<file path="src/design/cpuPkg.sv">
`default_nettype none

package cpuPkg;

    typedef logic [31:0] wordT;
    typedef logic [15:0] imm16T;
    typedef logic [4:0]  shamtT;
    typedef logic [4:0]  regIdxT;

    // decoded instruction id, produced by the decode stage.
    typedef enum logic [5:0] {
        NOP,
        ADD,
        ADDU,
        SUB,
        SUBU,
        AND,
        OR,
        XOR,
        NOR,
        SLT,
        SLTU,
        SLL,
        SRL,
        SRA,
        SLLV,
        SRLV,
        SRAV,
        ADDI,
        ADDIU,
        ANDI,
        ORI,
        XORI,
        SLTI,
        SLTIU,
        LUI,
        CLO,
        CLZ,
        LW,
        SW
    } instrT;

    typedef enum logic [2:0] {
        classNone,
        classCalcR,
        classCalcI,
        classMemRead,
        classMemWrite
    } instrClassT;

    typedef enum logic [4:0] {
        aluZero,
        aluA,
        aluB,
        aluAdd,
        aluSub,
        aluAnd,
        aluOr,
        aluXor,
        aluNor,
        aluSlt,
        aluSltu,
        aluSll,
        aluSrl,
        aluSra,
        aluLui,
        aluClo,
        aluClz
    } aluOpT;

    typedef enum logic {
        extZero = 1'b0,
        extSign = 1'b1
    } extModeT;

    typedef struct packed {
        logic   valid;
        instrT  instr;
        wordT   dataRs;
        wordT   dataRt;
        imm16T  imm16;
        shamtT  shamt;
        regIdxT dest;
    } issueT;

    typedef struct packed {
        logic   valid;
        wordT   result;
        regIdxT dest;
        logic   regWrite;
        logic   memRead;
        logic   memWrite;
    } exResultT;

endpackage

`default_nettype wire
</file>
<file path="src/design/executeUnit.sv">
`timescale 1ns/1ps
`default_nettype none

module executeUnit (
    input  logic             clk,
    input  logic             rstN,
    input  cpuPkg::issueT    issue,
    output cpuPkg::exResultT exOut
);
    import cpuPkg::*;

    issueT      stageIn;
    instrClassT instrClass;
    aluOpT      aluOp;
    extModeT    extMode;
    logic       shiftByShamt;
    wordT       aluResult;

    exInputLatch u_exInputLatch (
        .clk     (clk),
        .rstN    (rstN),
        .issue   (issue),
        .stageIn (stageIn)
    );

    instrClassifier u_instrClassifier (
        .instr      (stageIn.instr),
        .instrClass (instrClass)
    );

    aluControl u_aluControl (
        .instr        (stageIn.instr),
        .instrClass   (instrClass),
        .aluOp        (aluOp),
        .extMode      (extMode),
        .shiftByShamt (shiftByShamt)
    );

    aluCore u_aluCore (
        .aluOp        (aluOp),
        .extMode      (extMode),
        .shiftByShamt (shiftByShamt),
        .instrClass   (instrClass),
        .dataRs       (stageIn.dataRs),
        .dataRt       (stageIn.dataRt),
        .imm16        (stageIn.imm16),
        .shamt        (stageIn.shamt),
        .result       (aluResult)
    );

    exOutputLatch u_exOutputLatch (
        .clk        (clk),
        .rstN       (rstN),
        .valid      (stageIn.valid),
        .result     (aluResult),
        .dest       (stageIn.dest),
        .instrClass (instrClass),
        .exOut      (exOut)
    );

endmodule

`default_nettype wire

</file>
<file path="src/design/exOutputLatch.sv">
`timescale 1ns/1ps
`default_nettype none

module exOutputLatch (
    input  logic               clk,
    input  logic               rstN,
    input  logic               valid,
    input  cpuPkg::wordT       result,
    input  cpuPkg::regIdxT     dest,
    input  cpuPkg::instrClassT instrClass,
    output cpuPkg::exResultT   exOut
);
    import cpuPkg::*;

    logic regWrite;
    logic memRead;
    logic memWrite;

    // flags only go out with a live item.
    assign regWrite = valid && (instrClass == classCalcR
                             || instrClass == classCalcI
                             || instrClass == classMemRead);
    assign memRead  = valid && (instrClass == classMemRead);
    assign memWrite = valid && (instrClass == classMemWrite);

    always_ff @(posedge clk)
    begin
        exOut.result <= result;
        exOut.dest   <= dest;
        if (!rstN)
        begin
            exOut.valid    <= 1'b0;
            exOut.regWrite <= 1'b0;
            exOut.memRead  <= 1'b0;
            exOut.memWrite <= 1'b0;
        end
        else
        begin
            exOut.valid    <= valid;
            exOut.regWrite <= regWrite;
            exOut.memRead  <= memRead;
            exOut.memWrite <= memWrite;
        end
    end

    // memory stage can do one access per item.
    memFlagsExclusive: assert property (
        @(posedge clk) disable iff (rstN !== 1'b1)
        !(exOut.memRead && exOut.memWrite)
    ) else $error("exOutputLatch: memRead and memWrite both set");

endmodule

`default_nettype wire

</file>
<file path="src/design/exInputLatch.sv">
`timescale 1ns/1ps
`default_nettype none

module exInputLatch (
    input  logic          clk,
    input  logic          rstN,
    input  cpuPkg::issueT issue,
    output cpuPkg::issueT stageIn
);
    import cpuPkg::*;

    // no stall, so a new bundle is taken every cycle.
    always_ff @(posedge clk)
    begin
        stageIn <= issue;
        if (!rstN)
        begin
            stageIn.valid <= 1'b0; // payload left as is.
        end
    end

    validKnown: assert property (
        @(posedge clk) disable iff (rstN !== 1'b1)
        !$isunknown(stageIn.valid)
    ) else $error("exInputLatch: stage valid unknown out of reset");

endmodule

`default_nettype wire

</file>
<file path="src/design/aluCore.sv">
`timescale 1ns/1ps
`default_nettype none

module aluCore (
    input  cpuPkg::aluOpT      aluOp,
    input  cpuPkg::extModeT    extMode,
    input  logic               shiftByShamt,
    input  cpuPkg::instrClassT instrClass,
    input  cpuPkg::wordT       dataRs,
    input  cpuPkg::wordT       dataRt,
    input  cpuPkg::imm16T      imm16,
    input  cpuPkg::shamtT      shamt,
    output cpuPkg::wordT       result
);
    import cpuPkg::*;

    wordT extImm;
    wordT srcA;
    wordT srcB;
    wordT onesCount;
    wordT zerosCount;

    // leading run of bitVal from the msb, 0 to 32.
    function automatic wordT countLeading(input wordT value, input logic bitVal);
        wordT count;
        logic done;
        count = '0;
        done  = 1'b0;
        for (int i = 31; i >= 0; i--)
        begin
            if (!done && value[i] == bitVal)
            begin
                count = count + 1;
            end
            else
            begin
                done = 1'b1;
            end
        end
        return count;
    endfunction

    assign extImm = (extMode == extSign) ? {{16{imm16[15]}}, imm16} : {16'b0, imm16};

    assign srcA = shiftByShamt ? {27'b0, shamt} : dataRs;

    always_comb
    begin
        case (instrClass)
            classCalcI,
            classMemRead,
            classMemWrite:
            begin
                srcB = extImm;
            end
            classCalcR:
            begin
                srcB = dataRt;
            end
            default:
            begin
                srcB = '0;
            end
        endcase
    end

    assign onesCount  = countLeading(srcA, 1'b1);
    assign zerosCount = countLeading(srcA, 1'b0);

    always_comb
    begin
        case (aluOp)
            aluZero: result = '0;
            aluA:    result = srcA;
            aluB:    result = srcB;
            aluAdd:  result = srcA + srcB;
            aluSub:  result = srcA - srcB;
            aluAnd:  result = srcA & srcB;
            aluOr:   result = srcA | srcB;
            aluXor:  result = srcA ^ srcB;
            aluNor:  result = ~(srcA | srcB);
            aluSlt:  result = ($signed(srcA) < $signed(srcB)) ? 32'd1 : 32'd0;
            aluSltu: result = (srcA < srcB) ? 32'd1 : 32'd0;
            aluSll:  result = srcB << srcA[4:0];
            aluSrl:  result = srcB >> srcA[4:0];
            aluSra:  result = $signed(srcB) >>> srcA[4:0]; // keeps the sign.
            aluLui:  result = {srcB[15:0], 16'b0};
            aluClo:  result = onesCount;
            aluClz:  result = zerosCount;
            default: result = '0;
        endcase
    end

endmodule

`default_nettype wire

</file>
<file path="src/design/aluControl.sv">
`timescale 1ns/1ps
`default_nettype none

module aluControl (
    input  cpuPkg::instrT      instr,
    input  cpuPkg::instrClassT instrClass,
    output cpuPkg::aluOpT      aluOp,
    output cpuPkg::extModeT    extMode,
    output logic               shiftByShamt
);
    import cpuPkg::*;

    logic isMem;

    assign isMem = (instrClass == classMemRead) || (instrClass == classMemWrite);

    always_comb
    begin
        if (isMem)
        begin
            extMode = extSign; // address offset is signed.
        end
        else if (instr == ANDI || instr == ORI || instr == XORI || instr == LUI)
        begin
            extMode = extZero;
        end
        else
        begin
            extMode = extSign;
        end
    end

    always_comb
    begin
        if (isMem)
        begin
            aluOp = aluAdd; // address generation.
        end
        else
        begin
            case (instr)
                ADD, ADDU, ADDI, ADDIU: aluOp = aluAdd;
                SUB, SUBU:              aluOp = aluSub;
                AND, ANDI:              aluOp = aluAnd;
                OR, ORI:                aluOp = aluOr;
                XOR, XORI:              aluOp = aluXor;
                NOR:                    aluOp = aluNor;
                SLT, SLTI:              aluOp = aluSlt;
                SLTU, SLTIU:            aluOp = aluSltu;
                SLL, SLLV:              aluOp = aluSll;
                SRL, SRLV:              aluOp = aluSrl;
                SRA, SRAV:              aluOp = aluSra;
                LUI:                    aluOp = aluLui;
                CLO:                    aluOp = aluClo;
                CLZ:                    aluOp = aluClz;
                default:                aluOp = aluZero;
            endcase
        end
    end

    // fixed shifts take the amount from the shamt field.
    assign shiftByShamt = (instr == SLL) || (instr == SRL) || (instr == SRA);

    // classifier and control tables must agree.
    opMatchesClass: assert final (instrClass == classNone || aluOp != aluZero)
        else $error("aluControl: class %s gave aluZero for %s", instrClass.name(), instr.name());

endmodule

`default_nettype wire

</file>
<file path="src/design/instrClassifier.sv">
`timescale 1ns/1ps
`default_nettype none

module instrClassifier (
    input  cpuPkg::instrT      instr,
    output cpuPkg::instrClassT instrClass
);
    import cpuPkg::*;

    always_comb
    begin
        case (instr)
            ADD,
            ADDU,
            SUB,
            SUBU,
            AND,
            OR,
            XOR,
            NOR,
            SLT,
            SLTU,
            SLL,
            SRL,
            SRA,
            SLLV,
            SRLV,
            SRAV,
            CLO,
            CLZ:
            begin
                instrClass = classCalcR;
            end
            ADDI,
            ADDIU,
            ANDI,
            ORI,
            XORI,
            SLTI,
            SLTIU,
            LUI:
            begin
                instrClass = classCalcI;
            end
            LW:
            begin
                instrClass = classMemRead;
            end
            SW:
            begin
                instrClass = classMemWrite;
            end
            default:
            begin
                instrClass = classNone; // nop and unknown ids.
            end
        endcase
    end

endmodule

`default_nettype wire

</file>
<file path="config.mk">
export PLATFORM = sky130hd
export DESIGN_NAME = executeUnit
export DESIGN_NICKNAME = d
export VERILOG_FILES = /design/src/design/cpuPkg.sv /design/src/design/executeUnit.sv /design/src/design/exOutputLatch.sv /design/src/design/exInputLatch.sv /design/src/design/aluCore.sv /design/src/design/aluControl.sv /design/src/design/instrClassifier.sv
export SDC_FILE = /design/constraint.sdc
export NUM_CORES = 1
export LEC_CHECK = 0
export ABC_CLOCK_PERIOD_IN_PS = 18000
export BUFFER_PORTS_ARGS = -buffer_cell sky130_fd_sc_hd__clkbuf_2
export CAP_MARGIN = 0
export CORE_ASPECT_RATIO = 0.7
export CORE_UTILIZATION = 35
export CTS_CLUSTER_DIAMETER = 50
export DETAILED_ROUTE_END_ITERATION = 16
export MAX_ROUTING_LAYER = met4
export SETUP_SLACK_MARGIN = 0.2
export SLEW_MARGIN = 20
export SYNTH_ARGS = -nofsm -noshare
export SYNTH_HDL_FRONTEND = slang
export SYNTH_SLANG_ARGS = --single-unit
</file>
<file path="constraint.sdc">
create_clock -name clk -period 18 [get_ports clk]
set_clock_uncertainty 0.05 [all_clocks]
set_input_delay 1.8 -clock clk [delete_from_list [all_inputs] [get_ports clk]]
set_output_delay 1.8 -clock clk [all_outputs]
set_load 0.02 [all_outputs]
</file>
==> flow_metrics.env <==
export IMPL_run_status="finished, final reports clean"
export IMPL_leakage_nw=10.3
export IMPL_final_min_period_over_clock_period_pct=98.1
export IMPL_post_drt_via_cell_ratio=6.10
export IMPL_crit_top_cell="ha_1"
export IMPL_die_area_um2=59700
export IMPL_yosysMostFrequentCell="nand2_1"
export IMPL_synth_enable_flop_cells=0
export IMPL_postSynthAreaPerCell_um2=7.09
export IMPL_grt_start_max_net_pins=64
export IMPL_final_max_slew_violation_count=0
export IMPL_pin_count=140
export IMPL_average_wire_per_cell_in_the_routed_design_um=22.6
export IMPL_gpl_wtd_cong=1.03
export IMPL_required_ns=18.26
export IMPL_port_buffers=139
export IMPL_drt_wl_total_mm=87.1
export IMPL_crit_type="reg -> reg"
export IMPL_finalHoldViolations=0
export IMPL_detailedRoute_firstPassIterationCount=7
export IMPL_grt_first_pass_wirelength_mm=130
export IMPL_placement_rows=73
export IMPL_post_place_ws_ns=-0.399
export IMPL_synth_top_cells_by_area="dfxtp_1 14%, ha_1 9.6%, nand2_1 7.5%, a21oi_1 5.7%, nor2_1 4.9%"
export IMPL_filler_cell_count=5924
export IMPL_num_nets_final=3341
export IMPL_synthCells=2898
export IMPL_critical_path_max_fanout=4
export IMPL_drc=0
export IMPL_global_route_usage_total_pct=29.0
export IMPL_core_area_um2=57400
export IMPL_areaGrowthSynthToFinish_pct=18.6
export IMPL_start_kind="register"
export IMPL_cts_tree="done"
export IMPL_cts_max_path_buffers=2
export IMPL_timing_critical_path_slowest_cell_delay_ns=0.37
export IMPL_htree_num_levels=4
export IMPL_dp_hpwl_mm=66.8
export IMPL_post_route_worst_setup_slack_ns=0.339
export IMPL_clock_tree_root_driver_cell="clkbuf_16"
export IMPL_synthFlopType="dfxtp_1"
export IMPL_clock_fmax_mhz=56.6
export IMPL_ctsHoldBuffers=0
export IMPL_critPathCaptureType="register"
export IMPL_antenna_found_initial=7
export IMPL_post_layout_total_power_mw=1.39
export IMPL_synthesis_area_um2=20600
export IMPL_fin_worst_hold_slack_ns=0.277
export IMPL_finalCriticalPeriod_ns=17.66
export IMPL_vdd_drop_max_uv=73.8
export IMPL_critical_path_slowest_cell="ha_1"
export IMPL_pwr_density_cell_nw_per_um2=57.0
export IMPL_starting_drc_count_in_detailed_routing=3184
export IMPL_die_w_um=292
export IMPL_setup_violations_final=0
export IMPL_synth_yosys_warnings=0
export IMPL_post_route_util_pct=42.5
export IMPL_yosys_cell_types_count=115
export IMPL_detailroute_via_count=23500
export IMPL_critical_path_arrival_ns=17.92
export IMPL_worst_r2r_setup_slack_ns=0.34
export IMPL_globalRoute_totalOverflow=0
export IMPL_clkTransAtPathRegs_ns=0.07
export IMPL_grt_pass1_vias=20700
export IMPL_unrepaired_setup_endpoints_after_global_routing="true"
export IMPL_slew_headroom_pct=26.0
export IMPL_setup_tns_after_final_layout_ns=0
export IMPL_initial_core_util_pct=35.8
export IMPL_synth_yosys_seq_area_share_pct=14.2
export IMPL_syn_nets=3157
export IMPL_max_cap_viol_count=0
export IMPL_actual_slew_at_the_worst_max_slew_pin_ns=1.11
export IMPL_synth_largest_area_cell="dfxtp_1"
export IMPL_cts_made_buffers=17
export IMPL_ant_nets_after_route=0
export IMPL_netlist_top_cells_count="411 x nand2_1, 271 x nor2_1, 236 x a21oi_1"
export IMPL_number_of_clock_sinks_seen_by_cts=146
export IMPL_worstHoldPathType="reg -> reg"
export IMPL_post_route_cells_drive_above_1_share_pct=18.6
export IMPL_postSynth_asyncResetShare_pct=0
export IMPL_synth_seq_cells=146
export IMPL_post_synth_top_area_fraction_pct=14.2
export IMPL_clk_latency_ns=0.48
export IMPL_die_height_um=205
sequential cells by signal, indices dropped and copies added, names as in the netlist, named ones only:
register and count:
u_exInputLatch.stageIn 97, u_exOutputLatch.exOut 41
layout by cell type, fill, tap and decap left out, types with 50 or more instances in the layout:
cell,synthesis,layout
nand3_1,93,91
inv_1,136,128
dfxtp_1,146,141
mux2i_1,68,60
a21oi_1,236,222
clkbuf_2,0,139
buf_4,5,167
nor3_1,70,68
nor2_1,271,264
xor2_1,54,50
ha_1,158,136
o21ai_0,190,177
xnor2_1,85,82
nand2_1,411,396
stage by stage:
step / cell area, um^2 / cells
2_1_floorplan: 20700 / 2898
3_3_place_gp: 22400 / 3726
3_5_place_dp: 22400 / 3726
4_1_cts: 23700 / 3825
5_1_grt: 24400 / 3851
6_report: 24400 / 3851
worst paths after layout:
check	from	endpoint	cells after the start
setup reg to reg	u_exInputLatch.stageIn[92]	u_exOutputLatch.exOut[14]	102
setup / recovery	u_exInputLatch.stageIn[92]	u_exOutputLatch.exOut[14]	102
hold reg to reg	u_exInputLatch.stageIn[4]	u_exOutputLatch.exOut[7]	0
hold / removal	u_exInputLatch.stageIn[4]	u_exOutputLatch.exOut[7]	0
cell families after synthesis:
family	after synthesis	synth area share (%)
AO/OA/AOI/OAI	921	30.2
XOR/XNOR	176	9.66
adder cells (fa/ha/maj)	166	10.1
buffers and inverters	291	5.71
flip-flops	146	14.2
multiplexers	89	4.47
AND/OR/NAND/NOR	1109	25.6
layer usage:
metal  global-route usage (%)  vias to the layer above  wire [um]
met5                        -                        -          0
met4                     8.44                        0       2270
met3                     8.35                      116      11000
met2                     37.3                     1293      33200
met1                     42.4                    11100      40600
li1                         -                    11000          -
worst max-delay path, delay by kind of cell (launching register included):
family | cells | cell delay (ns)
flip-flops | 1 | 0.34
multiplexers | 10 | 1.77
XOR/XNOR | 1 | 0.10
AND/OR/NAND/NOR | 27 | 2.73
adder cells (fa/ha/maj) | 29 | 7.75
buffers and inverters | 7 | 0.51
AO/OA/AOI/OAI | 28 | 4.18
where the power goes:
group	total, mW	internal (mW)	switching (mW)
logic	0.641	0.236	0.405
clock network	0.376	0.199	0.177
registers	0.373	0.354	0.0191
total	1.39	0.789	0.601
cell type report:
| cell class | instances | area, um^2 | share of cell area, % |
|---|---|---|---|
| repair buffers | 315 | 2080 | 8.53 |
| well taps | 750 | 938 | 3.85 |
| clock buffers | 19 | 443 | 1.82 |
| multi-input cells | 2461 | 17300 | 71.0 |
| clock inverters | 13 | 144 | 0.590 |
| flip-flops and latches | 146 | 2930 | 12.0 |
| inverters | 141 | 529 | 2.17 |
| diodes | 6 | 15.0 | 0.0616 |
what timing repair did:
item,4_1_cts,5_1_grt
buffers inserted,66,20
pin swaps,83,89
gates resized for setup,41,85
gates cloned,1,0
setup endpoints to repair,8,8
Power figures use the tool's default switching activity.
